**src/logic/lsu_pkg.sv**
```systemverilog
// LSU shared definitions
package lsu_pkg;

   localparam int LSU_AW = 32;   // Address width
   localparam int LSU_DW = 32;   // Data width

   // Access size code, 0 is illegal
   typedef logic [2:0] lsu_size_t;

   localparam lsu_size_t SIZE_BYTE = 3'd1;
   localparam lsu_size_t SIZE_HALF = 3'd2;
   localparam lsu_size_t SIZE_WORD = 3'd3;

   // One data word, seen whole or as byte lanes
   typedef union packed {
      logic [LSU_DW-1:0] word;
      logic [3:0][7:0]   lanes;   // Lane 0 is least significant
   } lsu_word_u;

   // Bytes moved by one access, zero for an illegal code
   function automatic logic [2:0] size_bytes(lsu_size_t size);
      case (size)
         SIZE_BYTE: size_bytes = 3'd1;
         SIZE_HALF: size_bytes = 3'd2;
         SIZE_WORD: size_bytes = 3'd4;
         default:   size_bytes = 3'd0;
      endcase
   endfunction

endpackage

```
**src/logic/mem_cmd_if.sv**
```systemverilog


// Raw SRAM answer, stores answer too
interface mem_rsp_if import lsu_pkg::*; ();
   logic              valid;
   logic              ready;
   logic [LSU_DW-1:0] rdata;

   modport master (output valid, rdata, input ready);
   modport slave  (input valid, rdata, output ready);
endinterface

// Shape of the response that is pending
interface lsu_ctl_if import lsu_pkg::*; ();
   logic      set;    // One cycle per accepted request
   logic      err;
   logic      load;
   logic      sign;
   lsu_size_t size;

   modport master (output set, err, load, sign, size);
   modport slave  (input set, err, load, sign, size);
endinterface

```
**src/logic/lsu_align.sv**
```systemverilog
// LSU response alignment
`timescale 1ns/10ps

module lsu_align
   import lsu_pkg::*;
(
   input  logic              clk,
   input  logic              reset,
   lsu_ctl_if.slave          ctl,
   mem_rsp_if.slave          mem,
   output logic              rsp_valid,
   input  logic              rsp_ready,
   output logic [LSU_DW-1:0] rsp_rdata,
   output logic              rsp_err,
   output logic              done
);

   logic              wait_mem;
   logic              mem_xfer;
   logic              load_q;
   logic              sign_q;
   lsu_size_t         size_q;
   lsu_word_u         raw;
   logic [LSU_DW-1:0] ext;

   assign mem.ready = wait_mem;
   assign mem_xfer  = mem.valid & mem.ready;
   assign done      = rsp_valid & rsp_ready;

   // Extension of the raw SRAM word
   always_comb begin
      raw.word = mem.rdata;
      ext      = '0;   // Stores return zero
      if (load_q) begin
         case (size_q)
            SIZE_BYTE: ext = {{(LSU_DW-8){sign_q & raw.lanes[0][7]}}, raw.lanes[0]};
            SIZE_HALF: ext = {{(LSU_DW-16){sign_q & raw.lanes[1][7]}}, raw.word[15:0]};
            default:   ext = raw.word;
         endcase
      end
   end

   always_ff @(posedge clk) begin
      if (reset) begin
         wait_mem  <= 1'b0;
         rsp_valid <= 1'b0;
         rsp_err   <= 1'b0;
      end else if (ctl.set) begin
         wait_mem  <= ~ctl.err;
         rsp_valid <= ctl.err;   // Error answers at once
         rsp_err   <= ctl.err;
      end else if (mem_xfer) begin
         wait_mem  <= 1'b0;
         rsp_valid <= 1'b1;
      end else if (done) begin
         rsp_valid <= 1'b0;
      end
   end

   always_ff @(posedge clk) begin
      if (ctl.set) begin
         load_q <= ctl.load;
         sign_q <= ctl.sign;
         size_q <= ctl.size;
      end
      if (ctl.set & ctl.err)
         rsp_rdata <= '0;
      else if (mem_xfer)
         rsp_rdata <= ext;
   end

endmodule

```
**src/flat_wrapper.sv**
```systemverilog
// flat-port wrapper written by rule: the top's interface ports become plain ports
module lsu_align_flat import lsu_pkg::*;
  (clk, reset, rsp_valid, rsp_ready, rsp_rdata, rsp_err, done, ctl_set, ctl_err, ctl_load, ctl_sign, ctl_size, mem_valid, mem_rdata, mem_ready);
  lsu_ctl_if ctl_i ();
  mem_rsp_if mem_i ();
  input  logic clk;
  input  logic reset;
  output logic rsp_valid;
  input  logic rsp_ready;
  output logic [LSU_DW-1:0] rsp_rdata;
  output logic rsp_err;
  output logic done;
  input wire logic [$bits(ctl_i.set)-1:0] ctl_set;
  input wire logic [$bits(ctl_i.err)-1:0] ctl_err;
  input wire logic [$bits(ctl_i.load)-1:0] ctl_load;
  input wire logic [$bits(ctl_i.sign)-1:0] ctl_sign;
  input wire logic [$bits(ctl_i.size)-1:0] ctl_size;
  input wire logic [$bits(mem_i.valid)-1:0] mem_valid;
  input wire logic [$bits(mem_i.rdata)-1:0] mem_rdata;
  output wire logic [$bits(mem_i.ready)-1:0] mem_ready;
  assign ctl_i.set = ctl_set;
  assign ctl_i.err = ctl_err;
  assign ctl_i.load = ctl_load;
  assign ctl_i.sign = ctl_sign;
  assign ctl_i.size = ctl_size;
  assign mem_i.valid = mem_valid;
  assign mem_i.rdata = mem_rdata;
  assign mem_ready = mem_i.ready;
  lsu_align u_core (.clk(clk), .reset(reset), .ctl(ctl_i), .mem(mem_i), .rsp_valid(rsp_valid), .rsp_ready(rsp_ready), .rsp_rdata(rsp_rdata), .rsp_err(rsp_err), .done(done));
endmodule
```
**config.mk**
```make
export PLATFORM = sky130hd
export DESIGN_NAME = lsu_align_flat
export DESIGN_NICKNAME = d
export VERILOG_FILES = /design/src/logic/lsu_pkg.sv /design/src/logic/mem_cmd_if.sv /design/src/logic/lsu_align.sv /design/src/flat_wrapper.sv
export SDC_FILE = /design/constraint.sdc
export NUM_CORES = 1
export LEC_CHECK = 0
export BUFFER_PORTS_ARGS = -buffer_cell sky130_fd_sc_hd__buf_2
export CAP_MARGIN = 20
export CORE_AREA = 5 5 75 77
export CTS_BUF_LIST = sky130_fd_sc_hd__clkbuf_4 sky130_fd_sc_hd__clkbuf_8
export CTS_CLUSTER_SIZE = 24
export DETAILED_ROUTE_END_ITERATION = 7
export DIE_AREA = 0 0 80 82
export PLACE_DENSITY = 0.62
export SLEW_MARGIN = 30
export SYNTH_ARGS = -nofsm -noshare
export SYNTH_HDL_FRONTEND = slang
export SYNTH_SLANG_ARGS = --single-unit
```
**constraint.sdc**
```tcl
create_clock -name clk -period 2.3 [get_ports clk]
set_clock_uncertainty 0.15 [all_clocks]
set_input_delay 0.23 -clock clk [delete_from_list [all_inputs] [get_ports clk]]
set_output_delay 0.23 -clock clk [all_outputs]
set_load 0.01 [all_outputs]
```
# ---- After elaboration in Yosys (flattened, before gate mapping)
# Cells that the tools add are included.
dict set report word_totals {
  reg_bits 40
  in_bits 43
  out_inout_bits 36
  word_cells 24
}
dict set report classes {
  n_eq_ne 2
  muxes 7
  bitwise_logic 6
  reduce_logical 2
}
# op n
set ops {}
lappend ops {{one-hot mux 32 bit (2 select lines)} 1}
lappend ops {{2-to-1 mux 32 bit} 1}
lappend ops {{AND 1 bit} 5}
lappend ops {{2-to-1 mux 1 bit} 5}
lappend ops {{== test 3 x 1 -> 1 bit, second input constant} 1}
lappend ops {{== test 3 x 2 -> 1 bit, second input constant} 1}
lappend ops {{nonzero test 3 bit} 1}
lappend ops {{nonzero test 2 bit} 1}
lappend ops {{NOT 1 bit} 1}

# ---- Longest topological paths before layout
dict set report logic_depth {
  depth_word 4
  mapped_depth 6
  mapped_depth_nobuf 4
}

# ---- Worst setup path after synthesis
# No wires, ideal clock.
dict set report synth_timing {
  kind {reg2reg}
  startpoint {reg u_core.size_q[2]}
  endpoint {reg u_core.rsp_rdata[10]}
  setup_time_ns 0.128
  arrival_ns 1.369
  required_time_ns 2.022
  setup_slack_ns 0.653
  stages_incl_launch_ff 5
  path_buffers 0
  synth_period_minus_slack_ns 1.647
  path_cell_list {edfxtp_1 > nor3b_4 > mux2_2 > a22oi_1 > nor2_1}
}
dict set report synth_via {
  elab_chain_cells 3
  word_cells_on_any_way 4
  classes_between {2 x eq/ne; 2 x mux}
}
# item line_no
set synth_lines {}
lappend synth_lines {{from (decl)} lsu_align.sv:22} ;# lsu_size_t size_q;
lappend synth_lines {{from (signal assigned)} lsu_align.sv:64} ;# size_q <= ctl.size;
lappend synth_lines {{== test 3 x 2 -> 1 bit / == test 3 x 1 -> 1 bit (equally long branches)} lsu_align.sv:35} ;# case (size_q)
lappend synth_lines {{one-hot mux 32 bit (2 select lines) *} lsu_align.sv:35}
lappend synth_lines {{2-to-1 mux 32 bit *} lsu_align.sv:34} ;# if (load_q) begin
lappend synth_lines {{to (signal assigned)} lsu_align.sv:69} ;# rsp_rdata <= ext;
lappend synth_lines {{to (decl)} lsu_align.sv:13} ;# output logic [LSU_DW-1:0] rsp_rdata,
# Mark *: on every way between the ends. The rest lies on a longest branch, timed or not.
# A chain may end at the register's enable or synchronous reset.

# ---- Worst setup path in the final report
dict set report layout_timing {
  startpoint {reg u_core.size_q[2]}
  endpoint {reg u_core.rsp_rdata[15]}
}
# The elaborated chain is that of the path after synthesis.

==> flow_summary.yaml <==
die:
  die_h_um: 82
  coreArea_um2: 4940
  design.die.area_um2: 6560
  die_x_um: 80
  start_util_pct: 33.4
  ioPinCount: 79
  placementRows: 26
global_routing:
  grt_max_degree: 17
  grt_pass1_wl_mm: 6.59
  grt_pass1_vias: 1374
  antenna_found_initial: 0
  grt_usage_pct: 12.9
  grt-ovfl-total: 0
clock_tree:
  clkSlewWorstSetupHoldPaths_ps: 80
  cts.htree.levels: 2
  post_cts_buffers: 0
  cts_made_buffers: 5
  cts.sinks: 40
  clockRootBuffer: "clkbuf_8"
  cts_buffer_depth: 2
  ctsResizeCount: 0
  cts_tree: "done"
  clock_latency_ps: 290
placed_design:
  dp_hpwl_mm: 2.99
  place.gp.congestion: 0.714
  port_buffers: 78
yosys:
  yosysTopAreaCellShare_pct: 42.5
  synth_area_leaders: "dfxtp_1, edfxtp_1, o21a_1, mux2_2, a22o_1"
  synth_fp_nets: 199
  post_synth.cell_area_avg_um2: 10.6
  yosysTopAreaCell: "dfxtp_1"
  yosysWarnings: 0
  ys_seq_elements: 40
  ys_types: 28
  netlist_instances: 156
  ys_seq_area_share_pct: 51.6
  synthesis.area_um2: 1650
timing:
  rsz0062_at_grt: "false"
  fin_crit_sh_pct: 78.7
  worst_pin_slew_ps: 721
  relSlewSlack_pct: 52.0
  hold_ws_ps: 60.4
  maxSlewViolCount: 0
  setup-tns-final_ps: 0
  hold_violations: 0
  final.min_clock_period_ps: 1810
  max_freq_mhz: 553
  setup_viol: 0
finish:
  syn_to_final_growth_pct: 35.5
  nNetsFinal: 282
  final_cell_mix: "buf_2, dfxtp_1, o21a_1, a21oi_1, a22o_1"
  fin_util_pct: 45.2
  drive_gt1_share_pct: 45.4
  layout_commonest_cell: "buf_2"
  n_antenna_cell: 0
flow_run:
  drv_cap: 0
route:
  drc: 0
  wirelength_mm: 4.21
  via_per_inst: 4.63
  postRouteAntennaNets: 0
  vias: 1435
  dr.pass1.iters: 4
  first_iter_violations: 60
  wl_per_cell_um: 13.6
worst_hold_path:
  hold_start: "mem_rdata[0]"
  min_path_cells: 3
  min_path_type: "in -> reg"
  whs_endpoint: "u_core.rsp_rdata[0]$_SDFFE_PP0P_"
pwr:
  p_total_uw: 1430
  power_leakage_uw: 0.00104
  peakVddDrop_uv: 365
  power_density_nw_per_um2: 641
critical_path:
  cp_slowest_stage_delay_ps: 480
  crit_arrival_ps: 1830
  path_cells: "nor3b_4 -> mux2_2 -> a22oi_1 -> nor2_1"
  path_class: "reg -> reg"
  endpoint_kind: "register"
  rr_startpoint: "u_core.size_q[2]$_DFFE_PP_"
  reg2reg_depth: 4
  crit_required_ps: 2320
  reg2reg_to: "u_core.rsp_rdata[15]$_SDFFE_PP0P_"
  crit_buf_inv: 0
  start_kind: "register"
  r2r_setup_slack_ps: 490
  cpMaxStageDelayCell: "edfxtp_1"
  path_delay_family: "simple AND/OR/NAND/NOR gates"
  worstPathMaxFanout: 8
outcome:
  status: "finished, final reports clean"
-- power breakdown --
group / leakage [uW] / internal [uW] / switching (uW) / total, uW
Combinational: 0.000653 / 101 / 100 / 201
Sequential: 0.000333 / 742 / 23.3 / 765
Clock: 0.0000491 / 237 / 231 / 468
-- Yosys cell counts, drive strengths merged --
library cell   n
dfxtp         35
o21a          17
a22o          16
a21oi         11
nor2          11
nand2          9
nand3          9
a22oi          8
buf            8
mux2           8
and2           5
edfxtp         5
clkbuf         3
inv            3
nand2b         3
and3           1
nor2b          1
nor3b          1
o22a           1
o311a          1
-- sequential cells by signal (all words and copies together) (netlist names) --
signal	cells
u_core.load_q	1
u_core.rsp_valid	1
u_core.size_q	3
u_core.rsp_err	1
u_core.rsp_rdata	32
u_core.mem.ready	1
u_core.sign_q	1
-- tightest hold or removal path, cell delays in order --
cell and delay [ps]:
buf_2 100, nand3_1 70, a21oi_1 60
-- logic make-up after synthesis --
family,count (synthesis),synth area share [%]
AO/OA/AOI/OAI,54,25.5
buffers and inverters,14,4.55
flip-flops,40,51.6
multiplexers,8,5.46
AND/OR/NAND/NOR,40,13.0
-- final cells by class --
cell class,instances,area [um^2]
clock buffer,7,83.8
clock inverter,1,5.00
fill,528,2710
inverter,3,11.3
multi-input combinational,102,724
sequential,40,851
tap,70,87.6
timing repair buffer,87,473
-- routing by layer --
metal | part of all wire [%] | up-vias | wire length, um | track usage (%)
met5 | 0 | - | 0 | 0
met4 | 1.2 | 0 | 51 | 5.07
met3 | 4.9 | 5 | 206 | 3.62
met2 | 49 | 39 | 2080 | 21.5
met1 | 44 | 664 | 1870 | 15.7
li1 | - | 727 | - | -
-- worst max path at each step --
| stage | from | to | cells after the start |
|---|---|---|---|
| final | u_core.size_q[2]$_DFFE_PP_ | u_core.rsp_rdata[15]$_SDFFE_PP0P_ | 4 |
| after global routing | u_core.size_q[2]$_DFFE_PP_ | u_core.rsp_rdata[14]$_SDFFE_PP0P_ | 4 |
| after CTS | u_core.size_q[2]$_DFFE_PP_ | u_core.rsp_rdata[8]$_SDFFE_PP0P_ | 4 |
| after detailed placement | u_core.size_q[2]$_DFFE_PP_ | u_core.rsp_rdata[14]$_SDFFE_PP0P_ | 4 |
| after global placement | u_core.size_q[2]$_DFFE_PP_ | u_core.rsp_rdata[10]$_SDFFE_PP0P_ | 4 |
| after floorplan | u_core.size_q[2]$_DFFE_PP_ | u_core.rsp_rdata[10]$_SDFFE_PP0P_ | 4 |
-- timing repair --
action	in CTS	in global routing
hold buffers	6	0
endpoints found under the setup margin	0	0
hold endpoints to repair	7	0
-- through the flow --
step                      cell area (um^2)  setup WS (ps)  std cells
after floorplan                       1650            653        156
after global placement                2090            488        296
after detailed placement              2090            483        296
after CTS                             2240            471        310
after global routing                  2240            378        310
final                                 2240            491        310
(Power assumes the default switching activity.)
