===== config.mk =====
export PLATFORM = sky130hd
export DESIGN_NAME = lsu_issue_flat
export DESIGN_NICKNAME = d
export VERILOG_FILES = /design/src/logic/lsu_pkg.sv /design/src/logic/mem_cmd_if.sv /design/src/logic/lsu_issue.sv /design/src/flat_wrapper.sv
export SDC_FILE = /design/constraint.sdc
export NUM_CORES = 1
export LEC_CHECK = 0
export BUFFER_PORTS_ARGS = -buffer_cell sky130_fd_sc_hd__buf_2
export CORE_ASPECT_RATIO = 0.8
export CORE_UTILIZATION = 40
export CTS_CLUSTER_SIZE = 40
export DETAILED_ROUTE_END_ITERATION = 12
export PLACE_DENSITY_LB_ADDON = 0.15
export SLEW_MARGIN = 25
export SYNTH_ARGS = -nofsm -noshare
export SYNTH_HDL_FRONTEND = slang
export SYNTH_SLANG_ARGS = --single-unit

===== constraint.sdc =====
create_clock -name clk -period 5.5 [get_ports clk]
set_input_delay 0.825 -clock clk [delete_from_list [all_inputs] [get_ports clk]]
set_output_delay 0.825 -clock clk [all_outputs]
set_load 0.1 [all_outputs]

===== src/logic/lsu_pkg.sv =====
// LSU shared definitions
package lsu_pkg;

   localparam int LSU_AW = 32;   // Address width
   localparam int LSU_DW = 32;   // Data width

   // Access size code, 0 is illegal
   typedef logic [2:0] lsu_size_t;

   localparam lsu_size_t SIZE_BYTE = 3'd1;
   localparam lsu_size_t SIZE_HALF = 3'd2;
   localparam lsu_size_t SIZE_WORD = 3'd3;

   // One data word, seen whole or as byte lanes
   typedef union packed {
      logic [LSU_DW-1:0] word;
      logic [3:0][7:0]   lanes;   // Lane 0 is least significant
   } lsu_word_u;

   // Bytes moved by one access, zero for an illegal code
   function automatic logic [2:0] size_bytes(lsu_size_t size);
      case (size)
         SIZE_BYTE: size_bytes = 3'd1;
         SIZE_HALF: size_bytes = 3'd2;
         SIZE_WORD: size_bytes = 3'd4;
         default:   size_bytes = 3'd0;
      endcase
   endfunction

endpackage


===== src/logic/mem_cmd_if.sv =====
// LSU channel interfaces
`timescale 1ns/10ps

// Sized command into the SRAM
interface mem_cmd_if import lsu_pkg::*; ();
   logic              valid;
   logic              ready;
   logic              we;
   lsu_size_t         size;
   logic [LSU_AW-1:0] addr;
   logic [LSU_DW-1:0] wdata;

   modport master (output valid, we, size, addr, wdata, input ready);
   modport slave  (input valid, we, size, addr, wdata, output ready);
endinterface


// Shape of the response that is pending
interface lsu_ctl_if import lsu_pkg::*; ();
   logic      set;    // One cycle per accepted request
   logic      err;
   logic      load;
   logic      sign;
   lsu_size_t size;

   modport master (output set, err, load, sign, size);
   modport slave  (input set, err, load, sign, size);
endinterface


===== src/logic/lsu_issue.sv =====
// LSU request issue
`timescale 1ns/10ps

module lsu_issue
   import lsu_pkg::*;
#(
   parameter int MEM_BYTES = 1024
) (
   input  logic              clk,
   input  logic              reset,
   input  logic              req_valid,
   output logic              req_ready,
   input  logic              req_we,
   input  lsu_size_t         req_size,
   input  logic              req_signed,
   input  logic [LSU_AW-1:0] req_addr,
   input  logic [LSU_DW-1:0] req_wdata,
   input  logic              done,
   mem_cmd_if.master         cmd,
   lsu_ctl_if.master         ctl
);

   logic            busy;
   logic            busy_nxt;
   logic            accept;
   logic            aligned;
   logic            legal;
   logic [2:0]      nbytes;
   logic [LSU_AW:0] end_addr;

   assign accept = req_valid & req_ready;

   // Legality of the request on the port
   always_comb begin
      nbytes   = size_bytes(req_size);
      end_addr = {1'b0, req_addr} + (LSU_AW+1)'(nbytes);   // One past the last byte
      case (req_size)
         SIZE_HALF: aligned = ~req_addr[0];
         SIZE_WORD: aligned = req_addr[1:0] == 2'b00;
         default:   aligned = 1'b1;
      endcase
      legal = (nbytes != 3'd0) && aligned && (end_addr <= (LSU_AW+1)'(MEM_BYTES));
   end

   // Busy from acceptance until the core takes the response
   always_comb begin
      busy_nxt = busy;
      if (accept)
         busy_nxt = 1'b1;
      else if (done)
         busy_nxt = 1'b0;
   end

   always_ff @(posedge clk) begin
      if (reset) begin
         busy      <= 1'b0;
         req_ready <= 1'b0;
         cmd.valid <= 1'b0;
         ctl.set   <= 1'b0;
      end else begin
         busy      <= busy_nxt;
         req_ready <= ~busy_nxt;
         ctl.set   <= accept;
         if (accept)
            cmd.valid <= legal;   // Illegal requests never reach the SRAM
         else if (cmd.ready)
            cmd.valid <= 1'b0;
      end
   end

   // Command and response shape, held until used
   always_ff @(posedge clk) begin
      if (accept) begin
         cmd.we    <= req_we;
         cmd.size  <= req_size;
         cmd.addr  <= req_addr;
         cmd.wdata <= req_wdata;
         ctl.err   <= ~legal;
         ctl.load  <= ~req_we;
         ctl.sign  <= req_signed;
         ctl.size  <= req_size;
      end
   end

endmodule


===== src/flat_wrapper.sv =====
// flat-port wrapper written by rule: the top's interface ports become plain ports
module lsu_issue_flat import lsu_pkg::*;
#(
   parameter int MEM_BYTES = 1024
)
  (clk, reset, req_valid, req_ready, req_we, req_size, req_signed, req_addr, req_wdata, done, cmd_valid, cmd_we, cmd_size, cmd_addr, cmd_wdata, cmd_ready, ctl_set, ctl_err, ctl_load, ctl_sign, ctl_size);
  mem_cmd_if cmd_i ();
  lsu_ctl_if ctl_i ();
  input  logic clk;
  input  logic reset;
  input  logic req_valid;
  output logic req_ready;
  input  logic req_we;
  input  lsu_size_t req_size;
  input  logic req_signed;
  input  logic [LSU_AW-1:0] req_addr;
  input  logic [LSU_DW-1:0] req_wdata;
  input  logic done;
  output wire logic [$bits(cmd_i.valid)-1:0] cmd_valid;
  output wire logic [$bits(cmd_i.we)-1:0] cmd_we;
  output wire logic [$bits(cmd_i.size)-1:0] cmd_size;
  output wire logic [$bits(cmd_i.addr)-1:0] cmd_addr;
  output wire logic [$bits(cmd_i.wdata)-1:0] cmd_wdata;
  input wire logic [$bits(cmd_i.ready)-1:0] cmd_ready;
  output wire logic [$bits(ctl_i.set)-1:0] ctl_set;
  output wire logic [$bits(ctl_i.err)-1:0] ctl_err;
  output wire logic [$bits(ctl_i.load)-1:0] ctl_load;
  output wire logic [$bits(ctl_i.sign)-1:0] ctl_sign;
  output wire logic [$bits(ctl_i.size)-1:0] ctl_size;
  assign cmd_valid = cmd_i.valid;
  assign cmd_we = cmd_i.we;
  assign cmd_size = cmd_i.size;
  assign cmd_addr = cmd_i.addr;
  assign cmd_wdata = cmd_i.wdata;
  assign cmd_i.ready = cmd_ready;
  assign ctl_set = ctl_i.set;
  assign ctl_err = ctl_i.err;
  assign ctl_load = ctl_i.load;
  assign ctl_sign = ctl_i.sign;
  assign ctl_size = ctl_i.size;
  lsu_issue #(.MEM_BYTES(MEM_BYTES)) u_core (.clk(clk), .reset(reset), .req_valid(req_valid), .req_ready(req_ready), .req_we(req_we), .req_size(req_size), .req_signed(req_signed), .req_addr(req_addr), .req_wdata(req_wdata), .done(done), .cmd(cmd_i), .ctl(ctl_i));
endmodule

=== Word-level counts from Yosys, hierarchy flattened ===
Cells that the tools add are included.

* Multiplexer cells: 6
* Eq/ne operators: 3
* Reductions and logical operators: 5
* Add/subtract/negate cells: 1
* Bitwise operators: 5
* Magnitude comparators: 1

{| class="wikitable"
|+ Operators with widths
! cell !! number
|-
| $add 32x3->33 || 1
|-
| $le 33x11->1 const B || 1
|-
| $pmux 3 s3 || 1
|-
| $eq 3x2->1 const B || 2
|-
| $mux 1 || 4
|-
| $not 1->1 || 4
|-
| $eq 3x1->1 const B || 1
|-
| $reduce_bool 3->1 || 1
|-
| $logic_and 1x1->1 || 2
|-
| $logic_not 2->1 || 1
|-
| $pmux 1 s2 || 1
|-
| $reduce_bool 2->1 || 1
|-
| $and 1x1->1 || 1
|}

* Register bits after elaboration: 75
* Word-level logic and storage cells: 32

=== Longest topological paths before layout ===
* Depth after elaboration: 6
* Mapped depth: 11

=== Worst setup path after synthesis ===
No wires, ideal clock.

* Kind: input to register
* Start: input port req_size[1]
* End: register u_core.ctl.err, data pin
* Required time: 5.228 ns
* Data arrival time: 3.222 ns
* Path buffers: 0
* Path slack: 2.006 ns
* Stages: 11
* Cell sequence: nand2b_1 nor2_1 ha_1 fa_1 a21oi_1 nand4b_1 nor3_1 mux2i_1 nor3b_1 o211ai_1 or4_1

* Word-level cells in the longest chain between the ends: 6

{| class="wikitable"
|+ Ends and longest elaborated chain
! what !! line !! RTL
|-
| start, declared || flat_wrapper.sv:14 || <nowiki>input lsu_size_t req_size;</nowiki>
|-
| $eq 3x2->1 or $eq 3x1->1 (tied branches) || lsu_pkg.sv:22, lsu_issue.sv:37 ||
|-
| $pmux 3 s3 || lsu_pkg.sv:22 || <nowiki>case (size)</nowiki>
|-
| $add 32x3->33 or $reduce_bool 3->1 (tied branches) || lsu_issue.sv:36, lsu_issue.sv:42 ||
|-
| $le 33x11->1 or $logic_and 1x1->1 (tied branches) || lsu_issue.sv:42 || <nowiki>legal = (nbytes != 3'd0) && aligned && (end_addr <= (LSU_AW+1)'(MEM_BYTES));</nowiki>
|-
| $logic_and 1x1->1 (*) || lsu_issue.sv:42 ||
|-
| $not 1->1 (*) || lsu_issue.sv:78 || <nowiki>ctl.err <= ~legal;</nowiki>
|-
| end signal, assigned || lsu_issue.sv:78 ||
|-
| end, declared || mem_cmd_if.sv:26 || <nowiki>modport master (output set, err, load, sign, size);</nowiki>
|}

Every way passes the cells marked *; elsewhere a longest branch is shown, timed or not.
A chain may end at the register's enable or synchronous reset.

=== Worst setup path in the final report ===
* Start: input port req_size[0]
* End: register u_core.ctl.err, data pin

The elaborated chain is that of the path after synthesis.

==> flow_summary.yaml <==
yosys:
  ys_warn_count: 0
  ys.flop_type: "edfxtp_1"
  yosysTopAreaCell: "edfxtp_1"
  yosys-top-cells-count: "71 x edfxtp_1, 21 x nand2_1, 11 x nor2_1, 9 x a21oi_1"
  async_flop_share_pct: 0
  syn-mean-instance-area_um2: 14.4
  synth_edf_count: 71
  ys_types: 56
  synth.top_cells.by_area: "edfxtp_1 67%, dfxtp_1 2.5%, nand2_1 2.5%"
  syn_nets: 300
  ys_seq_elements: 75
  netlist_area_mm2: 0.00321
  seq_area_frac_synth_pct: 69.0
  synthCells: 222
  synth.top_cell.area_share_pct: 66.5
  yosysMostFrequentCell: "edfxtp_1"
finish:
  drive_gt1_share_pct: 48.3
  post-route-util_pct: 56.1
  layout.nets: 458
  antenna_cells: 0
  multi_input_area_um2: 937
  syn_to_final_growth_pct: 32.4
  fill_cells: 681
  seqCellArea_mm2: 0.00221
  layout.cells.non_filler: 490
critical_path:
  cp_cell_sequence: "buf_2, nor3b_1, fa_1, a21oi_1, nand4b_1, nor3_1, mux2i_1, nor3b_1, o211ai_1, or4_1"
  reg2reg_slack_ps: 3540
  crit_path_frequent_cell: "nor3b_1"
  ff2ff_path_depth: 3
  cp_data_required_time_ps: 5600
  critPathSlowestCell: "or4_1"
  cp_slowest_stage_delay_ps: 510
  rr_endpoint: "u_core.cmd.addr[16]$_DFFE_PP_"
  critPathKind: "input pin to flop"
  end_kind: "flop"
  critPathLaunchType: "input pin"
  cp.arrival_ps: 3830
  cp_top_family: "simple AND/OR/NAND/NOR gates"
  crit_buf_inv: 1
  worst-path-max-fanout: 10
  r2r-start: "u_core.req_ready$_SDFF_PP0_"
timing:
  fin_crit_ps: 3730
  fmax_ghz: 0.268
  hold_viol: 0
  fin_skew_ps: 9.83
  maxSlewViolCount: 0
  fin_crit_sh_pct: 67.8
  setup-tns-final_ps: 0
  tightest_slew_ps: 736
  rsz0062_at_grt: "false"
  relSlewSlack_pct: 50.9
  finalSetupViolations: 0
floorplanning:
  initial_core_util_pct: 42.4
  core_area_mm2: 0.00757
  dieArea_mm2: 0.00838
  io_pins: 151
  die-height_um: 82.1
  die_w_um: 102
  placementRows: 28
hold_path:
  min_path_type: "flop to flop"
  worstHoldStart: "u_core.busy$_SDFF_PP0_"
  whs_endpoint: "u_core.busy$_SDFF_PP0_"
  min_path_cells: 2
global_route:
  grt-ovfl-total: 0
  grt_max_degree: 39
  grt_antenna_before_repair: 0
  grt_pass1_vias: 2175
  grt_usage_pct: 18.6
  grt_pass1_wl_um: 11400
drt:
  vias: 2438
  routed_wirelength_um: 7610
  firstDrtPassIters: 4
  drt_iter0_drc: 133
  wl_per_cell_um: 15.5
  viasPerCell: 4.98
  drc: 0
  ant_nets: 0
pwr:
  power_w: 0.00134
  ir_drop_uv: 116
  cellPowerDensity_mw_per_mm2: 315
  leakage_nw: 1.70
clock_network:
  cts_setup_buffers: 0
  cts_tree: "yes"
  numCtsBuffers: 9
  path_clk_slew_ps: 90
  clkSinkCount: 75
  cts_buffer_depth: 2
  ctsResizeCount: 0
  clk_latency_ps: 360
  cts_max_level: 3
  cts_root_buf: "clkbuf_8"
  hold_buffers: 0
placement:
  dp.cells: 474
  dp_hpwl_um: 5710
  io_buffer_count: 150
  gp_congestion: 0.850
run:
  max_cap_violations: 0
status:
  status: "complete, no violations"
cell families (layout without fill, tap and decap cells):
logic type | after synthesis | after routing | share of synthesized area, %
AOI/OAI and AO/OA | 32 | 32 | 6.91
xor gates and xnor gates | 5 | 5 | 1.37
adders and majority gates | 4 | 4 | 1.80
buffers and inverters | 10 | 173 | 1.76
DFF | 75 | 75 | 69.0
muxes | 5 | 5 | 1.60
and+or+nand+nor | 91 | 91 | 17.6
tightest hold or removal path, stage by stage, from the launching register on:
cell,delay (ps)
dfxtp_1,310
nand2b_1,80
a21oi_1,70
cell type report:
class / instances / area share (%)
flip-flops and latches: 75 / 52.1
multi-input cells: 137 / 22.1
repair buffers: 151 / 17.9
well taps: 105 / 3.10
clock buffers: 9 / 2.92
clock inverters: 7 / 1.36
inverters: 6 / 0.531
report_power, final:
| group | internal, W | switching [W] |
|---|---|---|
| Combinational | 0.0000495 | 0.000230 |
| Clock | 0.000171 | 0.000227 |
| Sequential | 0.000653 | 0.00000511 |
state kept, by name (all words and copies together) (netlist names):
name	count
u_core.ctl.size	3
u_core.ctl.set	1
u_core.cmd.wdata	32
u_core.busy	1
u_core.cmd.we	1
u_core.ctl.err	1
u_core.req_ready	1
u_core.ctl.sign	1
u_core.cmd.valid	1
u_core.ctl.load	1
u_core.cmd.addr	32
worst max path at each step:
stage                     cells after the start  slack [ps]                        to         from
after detailed placement                     10        1390  u_core.ctl.err$_DFFE_PP_  req_size[0]
after CTS                                    10        1780  u_core.ctl.err$_DFFE_PP_  req_size[0]
after floorplan                              11        2010  u_core.ctl.err$_DFFE_PP_  req_size[1]
final                                        10        1770  u_core.ctl.err$_DFFE_PP_  req_size[0]
after global routing                         12        1530  u_core.ctl.err$_DFFE_PP_  req_size[1]
after global placement                       10        1600  u_core.ctl.err$_DFFE_PP_  req_size[0]
per-stage QoR:
stage,area (µm²),hold WS (ps),setup WS (ps)
finish,4240,494,1770
global route,4240,528,1530
CTS,4240,498,1780
detailed placement,4060,485,1390
global placement,4060,469,1600
floorplan,3210,452,2010
cell usage in the layout, fill, tap and decap left out, types with 3 or more instances in the layout:
cell,count
buf_2,150
edfxtp_1,71
nand2_1,21
nor2_1,11
a21oi_1,9
clkbuf_8,9
nor3_1,8
nand3_1,8
or2_2,5
inv_1,5
nor3b_1,4
nand4_1,4
nor4_1,4
mux2i_1,4
dfxtp_1,4
nand2b_1,3
o2111ai_1,3
xnor2_1,3
o21ai_0,3
ha_1,3
inv_6,3
layer usage:
metal / up-vias / part of all wire, % / track usage [%]
met2: 107 / 45 / 27.4
met3: 6 / 8.7 / 6.72
met4: 0 / 0.74 / 6.57
li1: 1186 / - / -
met1: 1139 / 45 / 25.2
met5: - / 0 / 0
No activity file was read; power rests on OpenSTA's default activity.
